$ cat src/fetch_defines.svh
// ~~~~~~~~~~~~~~~~~~~~~~~~~~~~~~~~~~~~~~~~
// Fetch stage sizes: word and register
// widths, memory depth, no-operation word.
// ~~~~~~~~~~~~~~~~~~~~~~~~~~~~~~~~~~~~~~~~
`ifndef FETCH_DEFINES_SVH
`define FETCH_DEFINES_SVH

// Instruction and byte address width.
`define FETCH_WORD_W 16

// Register index width, eight registers.
`define FETCH_REG_W 3

// Instruction memory size in words.
// The byte address is halved to index it.
`define FETCH_MEM_DEPTH 256

// No-operation word, opcode 00001 and
// all register fields zero.
`define FETCH_NOP 16'h0800

`endif

$ cat src/isaPkg.sv
// ~~~~~~~~~~~~~~~~~~~~~~~~~~~~~~~~~~~~~~~~
// Instruction set view used by fetch:
// word types, field positions, classes.
// ~~~~~~~~~~~~~~~~~~~~~~~~~~~~~~~~~~~~~~~~
`include "fetch_defines.svh"

package isaPkg;

   // ~~~~~~~~~~~~~~~~~~~~~~~~~~~~~~~~~~~~~~~~
   // Basic types
   // ~~~~~~~~~~~~~~~~~~~~~~~~~~~~~~~~~~~~~~~~
   localparam int OPC_W = 5;                      // Opcode field width.

   typedef logic [`FETCH_WORD_W-1:0] instrWord;   // Full instruction.
   typedef logic [`FETCH_REG_W-1:0]  regIdx;      // Register number.
   typedef logic [OPC_W-1:0]         opcode;      // Major opcode.

   // ~~~~~~~~~~~~~~~~~~~~~~~~~~~~~~~~~~~~~~~~
   // Field positions
   // ~~~~~~~~~~~~~~~~~~~~~~~~~~~~~~~~~~~~~~~~
   localparam int OPC_LSB  = 11;                  // Bits 15..11.
   localparam int SRCA_LSB = 8;                   // Bits 10..8.
   localparam int SRCB_LSB = 5;                   // Bits 7..5.

   // ~~~~~~~~~~~~~~~~~~~~~~~~~~~~~~~~~~~~~~~~
   // Opcode classes
   // ~~~~~~~~~~~~~~~~~~~~~~~~~~~~~~~~~~~~~~~~
   // Halt, nop, jump and jump-and-link sit below this value
   // and read no registers.
   localparam opcode OPC_FIRST_READER = 5'b00100;

   // Immediate forms read source A only.
   localparam opcode OPC_IMM_FIRST = 5'b01000;    // First immediate form.
   localparam opcode OPC_IMM_LAST  = 5'b01111;    // Last immediate form.

endpackage

$ cat src/pipePkg.sv
// ~~~~~~~~~~~~~~~~~~~~~~~~~~~~~~~~~~~~~~~~
// Pipeline types: downstream write info,
// forwarding selects, fetch output bundle.
// ~~~~~~~~~~~~~~~~~~~~~~~~~~~~~~~~~~~~~~~~
`include "fetch_defines.svh"

package pipePkg;

   typedef logic [`FETCH_WORD_W-1:0] pcAddr;      // Byte address.

   // Source of a stage's writeback value.
   typedef enum logic [1:0] {
      wbAlu  = 2'd0,
      wbLoad = 2'd1,                              // Known only after memory.
      wbPc   = 2'd2,
      wbImm  = 2'd3
   } wbSel;

   // What one later stage will write back.
   typedef struct packed {
      logic          regWrt;                      // Stage writes a register.
      isaPkg::regIdx wrtReg;                      // Destination register.
      wbSel          wbDataSel;                   // Where the value comes from.
   } stageWrite;

   // ~~~~~~~~~~~~~~~~~~~~~~~~~~~~~~~~~~~~~~~~
   // Forwarding and output
   // ~~~~~~~~~~~~~~~~~~~~~~~~~~~~~~~~~~~~~~~~
   typedef enum logic [4:0] {
      fwdNone = 5'b00001,                         // Use register file.
      fwdD    = 5'b00010,
      fwdX    = 5'b00100,
      fwdM    = 5'b01000,
      fwdW    = 5'b10000
   } fwdSel;

   typedef struct packed {
      isaPkg::instrWord instruction;              // Fetched word or nop.
      pcAddr            incPC;                    // pc plus 2.
      fwdSel            fwCntrlA;
      fwdSel            fwCntrlB;
      logic             err;                      // Odd pc or wrap.
   } fetchOut;

endpackage

$ cat src/fetchStage.sv
// ~~~~~~~~~~~~~~~~~~~~~~~~~~~~~~~~~~~~~~~~
// Fetch stage top: pc, instruction memory
// and hazard unit, nop insert on stall.
// ~~~~~~~~~~~~~~~~~~~~~~~~~~~~~~~~~~~~~~~~
`timescale 1ns/1ps
`include "fetch_defines.svh"

module fetchStage (
   input  logic               clk,
   input  logic               rstN,
   input  logic               createDump,
   input  logic               jumpInstX,
   input  logic               branchMispredict,
   input  pipePkg::pcAddr     newPC,
   input  pipePkg::stageWrite stageD,
   input  pipePkg::stageWrite stageX,
   input  pipePkg::stageWrite stageM,
   input  pipePkg::stageWrite stageW,
   input  logic               loadEn,
   input  pipePkg::pcAddr     loadAddr,
   input  isaPkg::instrWord   loadData,
   output pipePkg::fetchOut   fetch
);

   logic             redirect;
   logic             hold;
   logic             stall;
   logic             pcErr;
   pipePkg::pcAddr   pc;
   pipePkg::pcAddr   incPC;
   isaPkg::instrWord rawInstr;
   isaPkg::instrWord instruction;
   pipePkg::fwdSel   fwdA;
   pipePkg::fwdSel   fwdB;

   assign redirect = jumpInstX | branchMispredict;
   assign hold     = stall;                        // pcUnit lets redirect win.

   pcUnit pcU (
      .clk        (clk),
      .rstN       (rstN),
      .hold       (hold),
      .createDump (createDump),
      .redirect   (redirect),
      .newPC      (newPC),
      .pc         (pc),
      .incPC      (incPC),
      .err        (pcErr)
   );

   instrMem iMem (
      .clk      (clk),
      .rstN     (rstN),
      .addr     (pc),
      .data     (rawInstr),
      .loadEn   (loadEn),
      .loadAddr (loadAddr),
      .loadData (loadData)
   );

   hazardUnit hazard (
      .instr    (rawInstr),
      .stageD   (stageD),
      .stageX   (stageX),
      .stageM   (stageM),
      .stageW   (stageW),
      .stall    (stall),
      .fwCntrlA (fwdA),
      .fwCntrlB (fwdB)
   );

   // Bubble into decode while the pc holds.
   assign instruction = (stall && !redirect) ? `FETCH_NOP : rawInstr;

   assign fetch = '{
      instruction: instruction,
      incPC:       incPC,
      fwCntrlA:    fwdA,
      fwCntrlB:    fwdB,
      err:         pcErr
   };

endmodule

$ cat src/hazardUnit.sv
// ~~~~~~~~~~~~~~~~~~~~~~~~~~~~~~~~~~~~~~~~
// Hazard unit: load-use stall and operand
// forwarding selects for the fetched word.
// ~~~~~~~~~~~~~~~~~~~~~~~~~~~~~~~~~~~~~~~~
`timescale 1ns/1ps

module hazardUnit (
   input  isaPkg::instrWord   instr,
   input  pipePkg::stageWrite stageD,
   input  pipePkg::stageWrite stageX,
   input  pipePkg::stageWrite stageM,
   input  pipePkg::stageWrite stageW,
   output logic               stall,
   output pipePkg::fwdSel     fwCntrlA,
   output pipePkg::fwdSel     fwCntrlB
);

   localparam int REG_W = $bits(isaPkg::regIdx);

   isaPkg::opcode op;
   isaPkg::regIdx srcA;
   isaPkg::regIdx srcB;
   logic          readsA;
   logic          readsB;
   logic          isImm;
   logic          loadInD;
   logic          hitDA;
   logic          hitDB;

   // ~~~~~~~~~~~~~~~~~~~~~~~~~~~~~~~~~~~~~~~~
   // Helpers
   // ~~~~~~~~~~~~~~~~~~~~~~~~~~~~~~~~~~~~~~~~
   // Stage will write the given register.
   function automatic logic writes(
      input pipePkg::stageWrite st,
      input isaPkg::regIdx      src
   );
      return st.regWrt && (st.wrtReg == src);
   endfunction

   // Youngest writer wins, D before X before M before W.
   function automatic pipePkg::fwdSel pickSrc(
      input logic               rd,
      input isaPkg::regIdx      src,
      input pipePkg::stageWrite d,
      input pipePkg::stageWrite x,
      input pipePkg::stageWrite m,
      input pipePkg::stageWrite w
   );
      pipePkg::fwdSel sel;
      if (!rd) begin
         sel = pipePkg::fwdNone;                   // Operand unused.
      end else if (writes(d, src)) begin
         sel = pipePkg::fwdD;
      end else if (writes(x, src)) begin
         sel = pipePkg::fwdX;
      end else if (writes(m, src)) begin
         sel = pipePkg::fwdM;
      end else if (writes(w, src)) begin
         sel = pipePkg::fwdW;
      end else begin
         sel = pipePkg::fwdNone;                   // Register file is current.
      end
      return sel;
   endfunction

   // ~~~~~~~~~~~~~~~~~~~~~~~~~~~~~~~~~~~~~~~~
   // Source decode
   // ~~~~~~~~~~~~~~~~~~~~~~~~~~~~~~~~~~~~~~~~
   assign op   = instr[isaPkg::OPC_LSB +: isaPkg::OPC_W];
   assign srcA = instr[isaPkg::SRCA_LSB +: REG_W];
   assign srcB = instr[isaPkg::SRCB_LSB +: REG_W];

   assign readsA = (op >= isaPkg::OPC_FIRST_READER);
   assign isImm  = (op >= isaPkg::OPC_IMM_FIRST) && (op <= isaPkg::OPC_IMM_LAST);
   assign readsB = readsA & ~isImm;                // Immediates skip B.

   // ~~~~~~~~~~~~~~~~~~~~~~~~~~~~~~~~~~~~~~~~
   // Stall and forwarding
   // ~~~~~~~~~~~~~~~~~~~~~~~~~~~~~~~~~~~~~~~~
   // A load one stage ahead has no value to forward yet.
   assign loadInD = (stageD.wbDataSel == pipePkg::wbLoad);
   assign hitDA   = readsA & writes(stageD, srcA);
   assign hitDB   = readsB & writes(stageD, srcB);
   assign stall   = loadInD & (hitDA | hitDB);

   assign fwCntrlA = pickSrc(readsA, srcA, stageD, stageX, stageM, stageW);
   assign fwCntrlB = pickSrc(readsB, srcB, stageD, stageX, stageM, stageW);

endmodule

$ cat src/instrMem.sv
// ~~~~~~~~~~~~~~~~~~~~~~~~~~~~~~~~~~~~~~~~
// Word-addressed instruction memory,
// async read, clocked program load.
// ~~~~~~~~~~~~~~~~~~~~~~~~~~~~~~~~~~~~~~~~
`timescale 1ns/1ps
`include "fetch_defines.svh"

module instrMem (
   input  logic             clk,
   input  logic             rstN,
   input  pipePkg::pcAddr   addr,      // Byte address from pc.
   output isaPkg::instrWord data,
   input  logic             loadEn,
   input  pipePkg::pcAddr   loadAddr,  // Byte address of load.
   input  isaPkg::instrWord loadData
);

   localparam int IDX_W = $clog2(`FETCH_MEM_DEPTH);

   typedef logic [IDX_W-1:0] wordIdx;

   isaPkg::instrWord mem [`FETCH_MEM_DEPTH];
   wordIdx           rdIdx;
   wordIdx           wrIdx;

   // Bit 0 dropped, upper bits wrap.
   assign rdIdx = addr[IDX_W:1];
   assign wrIdx = loadAddr[IDX_W:1];

   assign data = mem[rdIdx];                       // Same-cycle read.

   // Program load is accepted only while the core is held in reset,
   // so a running program cannot overwrite itself.
   always_ff @(posedge clk) begin
      if (loadEn && !rstN) begin
         mem[wrIdx] <= loadData;
      end
   end

endmodule

$ cat src/pcUnit.sv
// ~~~~~~~~~~~~~~~~~~~~~~~~~~~~~~~~~~~~~~~~
// Program counter with +2 incrementer,
// redirect select and address error.
// ~~~~~~~~~~~~~~~~~~~~~~~~~~~~~~~~~~~~~~~~
`timescale 1ns/1ps
`include "fetch_defines.svh"

module pcUnit (
   input  logic           clk,
   input  logic           rstN,
   input  logic           hold,        // Stall from hazard unit.
   input  logic           createDump,
   input  logic           redirect,    // Jump or mispredict.
   input  pipePkg::pcAddr newPC,
   output pipePkg::pcAddr pc,
   output pipePkg::pcAddr incPC,
   output logic           err
);

   localparam int SUM_W = `FETCH_WORD_W + 1;

   logic [SUM_W-1:0] sum;                          // Carry in the top bit.
   logic             advance;

   // ~~~~~~~~~~~~~~~~~~~~~~~~~~~~~~~~~~~~~~~~
   // Incrementer and error
   // ~~~~~~~~~~~~~~~~~~~~~~~~~~~~~~~~~~~~~~~~
   assign sum   = {1'b0, pc} + SUM_W'(2);
   assign incPC = sum[`FETCH_WORD_W-1:0];

   // Fetch past 0xFFFE or from an odd address.
   assign err = sum[`FETCH_WORD_W] | pc[0];

   assign advance = ~createDump & ~hold;

   // ~~~~~~~~~~~~~~~~~~~~~~~~~~~~~~~~~~~~~~~~
   // PC register
   // ~~~~~~~~~~~~~~~~~~~~~~~~~~~~~~~~~~~~~~~~
   // A redirect wins over both a stall and a dump freeze.
   always_ff @(posedge clk or negedge rstN) begin
      if (!rstN) begin
         pc <= '0;
      end else if (redirect) begin
         pc <= newPC;                              // Branch target.
      end else if (advance) begin
         pc <= incPC;                              // Sequential fetch.
      end
   end

endmodule

$ cat config.mk
export PLATFORM = sky130hd
export DESIGN_NAME = fetchStage
export DESIGN_NICKNAME = d
export VERILOG_FILES = /design/src/isaPkg.sv /design/src/pipePkg.sv /design/src/fetchStage.sv /design/src/hazardUnit.sv /design/src/instrMem.sv /design/src/pcUnit.sv
export VERILOG_INCLUDE_DIRS = /design/src
export SDC_FILE = /design/constraint.sdc
export NUM_CORES = 2
export LEC_CHECK = 0
export BUFFER_PORTS_ARGS = -buffer_cell sky130_fd_sc_hd__buf_2
export CORE_UTILIZATION = 40
export CTS_BUF_LIST = sky130_fd_sc_hd__clkbuf_8
export DETAILED_ROUTE_END_ITERATION = 8
export PLACE_DENSITY = 0.53
export SYNTH_ARGS = -nofsm -noshare
export SYNTH_HDL_FRONTEND = slang
export SYNTH_SLANG_ARGS = --single-unit
$ cat constraint.sdc
create_clock -name clk -period 8.56 [get_ports clk]
set_clock_uncertainty 0.2 [all_clocks]
set_input_delay 2.568 -clock clk [delete_from_list [all_inputs] [get_ports clk]]
set_output_delay 2.568 -clock clk [all_outputs]
set_load 0.01 [all_outputs]
; ---- Yosys cells after proc, flatten, opt, wreduce, memory -nomap -nowiden
; Memories as Yosys holds them, arrays and structs flattened.
; Index checks and enable logic that the tools add are counted.
[totals]
ff_bits = 16
ram_bits = 4096
in_bits = 78
out_inout_bits = 43
elab_cells = 55
n_memories = 1
[op_classes]
n_addsub = 1
magnitude_cmp = 3
n_eq_ne = 9
muxes = 15
n_bitwise = 11
reduce_logical = 14
[mem_list]
columns = memory, words, word_bits, rd, rd_ports_with_merged_regs, wr, line_no
row1 = iMem.mem, 256, 16, 1, 0, 1, instrMem.sv:22  ; isaPkg::instrWord mem [`FETCH_MEM_DEPTH];
[op_table]
columns = cell, count
row1 = $mux W5, 10
row2 = $mux W16, 3
row3 = $eq A3 B3 Y1, 8
row4 = $add A16 B2 Y17 const B, 1
row5 = $logic_and A1 B1 Y1, 11
row6 = $and A1 B1 Y1, 5
row7 = $ge A5 B3 Y1 const B, 1
row8 = $ge A5 B4 Y1 const B, 1
row9 = $le A5 B4 Y1 const B, 1
row10 = $not A1 Y1, 3
row11 = $or A1 B1 Y1, 3
row12 = $eq A2 B1 Y1 const B, 1
row13 = $logic_not A1 Y1, 2
row14 = $mux W1, 2
row15 = $reduce_bool A2 Y1, 1

; ---- Logic depth before layout (Yosys ltp)
; An unclocked memory read counts as a cell.
[logic_depth]
ltp_word = 12
mapped_depth = 19

; ---- By module
; From an unflattened synthesis, not the netlist that was laid out.
[hier_totals]
cells_unflattened = 7548
area_unflattened_um2 = 159754.5
[by_module_without_submodules]
columns = module, instances, cells_each, area_each_um2
row1 = instrMem, 1, 7342, 157917.7
row2 = pcUnit, 1, 129, 1207.4
row3 = hazardUnit, 1, 57, 479.2
row4 = fetchStage, 1, 20, 150.1

; ---- Worst setup path before layout
; Ideal clock, no wire load.
[synth_path]
path_kind = reg2out
start = register pcU.pc[3]
end = output port fetch[38] (netlist bit)
t_arrival_ns = 3.887
t_required_ns = 5.792
setup_slack_ns = 1.905
stages_incl_launch_ff = 12
n_path_buf = 6
path_cell_list = dfrtp_1 buf_4 inv_1 buf_2 buf_2 buf_2 buf_2 buf_1 mux4_2 mux4_2 mux4_2 or2_1
[synth_rtl]
columns = item, line_no
row1 = from (decl), pcUnit.sv:15  ; output pipePkg::pcAddr pc,
row2 = from (signal assigned), pcUnit.sv:44  ; pc <= newPC;
row3 = from (signal assigned), pcUnit.sv:46  ; pc <= incPC;
row4 = to (decl), fetchStage.sv:22  ; output pipePkg::fetchOut fetch

==> results.txt <==
The endpoint class of the critical path is an output port. At the worst endpoint, the arrival time is 5.69 ns. Global routing used 31.4% of the available met1 tracks. The average routed wire per standard cell came out at 33.8 um. The mux cell area share after synthesis came out at 17.0%.

For the worst setup path, the data required time is 5.79 ns. The die height came out at 632 um. The root buffer cell is clkbuf_8. The clock latency at the later pin of the worst-skew pair is 1.25 ns. The power density of the placed cells is 231 nW/um^2. The worst path buffer plus inverter count is 9. The area inside the core boundary came out at 393,000 um^2. The transition time at the pin with the least slew margin is 1.55 ns. The TritonCTS buffer count is 672.

The width of the die came out at 632 um. The met3 demand-to-capacity share in global routing is 4.24%. The proportion of synthesized chip area in sequential cells is 77.8%. The met2 track demand over resource is 36.8%. The first global-routing pass estimated 636,000 um of wire. After floorplanning, the core was divided into 230 placement rows. The clock tree from TritonCTS is done. The timing-limited maximum frequency came out at 0.118 GHz. Detailed routing inserted a total of 78,700 vias. The buffer depth of the longest clock path came out at 4. The routability congestion estimate came out at 0.842. The routed wire length is 460,000 um. The maximum ir drop on the vdd rail is 173 uV. Clock tree synthesis found a total of 4,112 sinks. In this run, placement finished with an instance count of 12,300. The global-route usage over all layers came out at 22.8%.

By area, the combinational part of the netlist is dominated by multiplexers. The number of placed I/O pins is 121. The per-cell via count in the routed design came out at 5.78. The tightest slew margin relative to the limit is -3.28%. The count of flip-flops with a built-in enable after synthesis is 4,096. The largest stage delay on the critical path came out at 0.55 ns. In this run the worst hold path is classified as flop to flop.

After synthesis the netlist holds a flip-flop and latch count of 4,112. The floorplan step defined a die boundary enclosing 399,000 um^2. The leakage power is 57.8 nW.

The area of the mapped netlist is 159,000 um^2. The hold-fix buffer count after cts came out at 0. The share of the synthesized area in the top cell type is 77.6%. The flow ran to the end, but the final reports show violations.

The tool flagged a number of max-cap violations equal to 0. The count of unresolved DRC violations after routing is 0. The post-synthesis cell count came out at 6,886. The critical path goes through buf_12, buf_16, buf_16, buf_4, buf_12, mux4_2, mux4_2, o2bb2ai_4, o211ai_1, nor2_2, a211oi_2, buf_6, xor2_1, o211ai_1, buf_4, o22ai_4, clkbuf_16, nor2_1, buf_2. The area added between synthesis and finish is 15.3%. The clock-pin transition on the worst setup and hold timing paths came out at 0.06 ns.

The largest fanout on the critical path came out at 12. Setup violations remaining at the end of the flow were counted as 0. The post-synth net total came out at 6,965. Subtracting the final worst setup slack from the clock period gives 8.46 ns. In the synthesized netlist the async set-or-reset flop fraction comes to 0.389%. The synthesized netlist devotes 1.84% of its cell area to simple gates. The number of pins exceeding their max-slew limit in the final report came out at 49. After global routing the overflow that remains totals 0.

The biggest area contributor in the post-synthesis netlist is edfxtp_1. In this run the number of H-tree levels came out at 6. By area the synthesized netlist is led by edfxtp_1 78%, mux4_2 16%, mux2i_1 0.76%. The finished cells cover 183,000 um^2.

The starting DRC count in detailed routing is 9,007. The initial core utilization came out at 40.3%. The post-synthesis share of cell area spent on full adders, half adders and majority gates came out at 0.00789%. The distinct cell type count after synthesis came out at 75.

During synthesis, Yosys emitted a total of 0 warnings. The hold violation total from the final report came out at 0. At the end of the flow, the number of nets in the layout was 7,959. The worst setup path is launched from a flop.

The remaining antenna violation count came out at 0. The least setup slack across all paths after layout came out at 0.0992 ns. The post-detailed-placement cell area is 169,000 um^2. Broken down by cell family, the worst path's largest delay share belongs to buffers and inverters. The number of antenna violations at the first check in global routing came out at 29. The layer with the highest usage is met2. The via count of the first global-routing pass is 79,900. The critical path is of the flop to output port type. The total iterations of the first detailed-routing run is 5. The share of the clock period used by the worst path after layout is 98.8%. A synthesized cell averages 23.0 um^2.

The non-filler instance count after layout is 13,600. The share of cells above drive strength 1 came out at 35.2%. Overall power consumption after layout is estimated at 42.2 mW. The post-synthesis xor/xnor area fraction is 0.199%. Timing analysis after detailed placement gives a worst setup slack of 0.231 ns.

The largest net degree at the start of global routing came out at 161. The area fraction in compound gates after synthesis came out at 1.80%. The highest-delay cell along the critical path is mux4_2. The detailed placer's ending HPWL came out at 277,000 um. During placement, the flow inserted port buffers numbering 106. The worst hold-check slack is 0.328 ns.

The checks that failed: slew limit. For this run, the leading register cell type out of synthesis is edfxtp_1. Setup repair after global routing could not meet its margin everywhere.
[synth_stat cells, types with 5 or more instances]
cell type	count
a211oi_1	10
a21oi_1	69
a221oi_1	23
a22o_1	7
a22oi_1	156
a31oi_1	18
a32oi_1	5
and2_1	8
and3_1	11
buf_1	38
buf_2	136
buf_4	35
buf_6	28
clkbuf_1	157
dfrtp_1	16
edfxtp_1	4096
mux2_2	9
mux2i_1	120
mux4_2	1141
nand2_1	139
nand2b_1	14
nand3_1	60
nand4_1	16
nor2_1	314
nor2b_1	29
nor3_1	13
nor4_1	12
o211ai_1	7
o21ai_0	37
o221ai_1	6
o22ai_1	28
o2bb2ai_1	10
o31ai_1	6
or2_2	7
xnor2_1	17
xor2_1	19
[worst register-to-register path, delay by kind of cell, from the launching register on]
kind | cells | cell delay, ns
XOR/XNOR | 1 | 0.20
flip-flops | 1 | 0.52
AND/OR/NAND/NOR | 1 | 0.16
buffers and inverters | 9 | 1.51
AO/OA/AOI/OAI | 7 | 1.56
multiplexers | 2 | 0.99
[flip-flops by register name (all words and copies together), names as in the netlist]
name,cells
pcU.pc,16
iMem.mem,4096
[per-stage QoR]
stage                     TNS, ns  utilization [%]
after floorplan                 0                -
after global placement          0             42.9
after detailed placement        0             42.9
after CTS                 -0.0204             46.3
after global routing       -0.189             46.5
final                           0             46.5
[logic make-up (layout without fill, tap and decap cells)]
kind of cell | count (synthesis) | in the layout
flops | 4112 | 4112
mux | 1270 | 1270
simple gates | 651 | 651
compound gates | 410 | 410
buf+inv | 406 | 1902
xor+xnor | 36 | 36
fa+ha+maj | 1 | 1
other cells | 0 | 15
[layer usage]
metal	wire length [um]	vias up
met4	15500	8
met3	34700	737
li1	-	31500
met1	188000	43200
met2	222000	3236
met5	58	-
[timing repair]
| action | in CTS | in global routing |
|---|---|---|
| setup buffers | 57 | 24 |
| pin swaps | 18 | 17 |
| endpoints found under the setup margin | 26 | 23 |
| resized for setup | 112 | 65 |
| gates cloned | 10 | 5 |
[path summary, 6_finish.rpt]
kind	to	from	slack, ns	cells after the start
max	fetch[40]	pcU.pc[1]	0.1	19
min	pcU.pc[10]	pcU.pc[10]	0.33	1
max reg2reg	pcU.pc[12]	pcU.pc[1]	3.33	20
min reg2reg	pcU.pc[10]	pcU.pc[10]	0.33	1
max in group asynchronous	pcU.pc[2]	rstN	6.73	1
min in group asynchronous	pcU.pc[6]	rstN	1.09	1
[area by class of cell]
type                       instances  area (um^2)
clock inverter                   499         2500
multi-input combinational       2368        34200
timing repair buffer             718         6790
clock buffer                     677         9320
sequential                      4112       123000
tap                             5220         6530
antenna                           15         37.5
fill                           32700       211000
inverter                           8         45.0
[report_power, final]
| group | switching, mW | internal, mW |
|---|---|---|
| combinational | 2.71 | 1.82 |
| sequential | 0.0445 | 22.2 |
| clock | 7.89 | 7.58 |
[cells in the final DEF (no fill, tap or decap), types with 13 or more instances in the layout]
cell type / n
buf_4: 505
buf_8: 19
o22ai_1: 22
nor2_2: 175
nand3_2: 13
a22oi_1: 131
clkinv_1: 174
inv_6: 16
xnor2_1: 17
inv_8: 15
a221oi_1: 19
nor2_1: 136
mux2i_1: 120
o21ai_0: 29
nor3_1: 13
a21oi_1: 57
buf_16: 20
buf_2: 90
nand2_1: 132
buf_12: 54
edfxtp_1: 4096
nand4_1: 16
nand3_1: 47
a31oi_1: 18
mux4_2: 1141
inv_1: 233
diode_2: 15
clkinv_2: 37
xor2_1: 19
nor2b_1: 21
clkbuf_8: 680
a22oi_2: 25
Power figures use the tool's default switching activity.
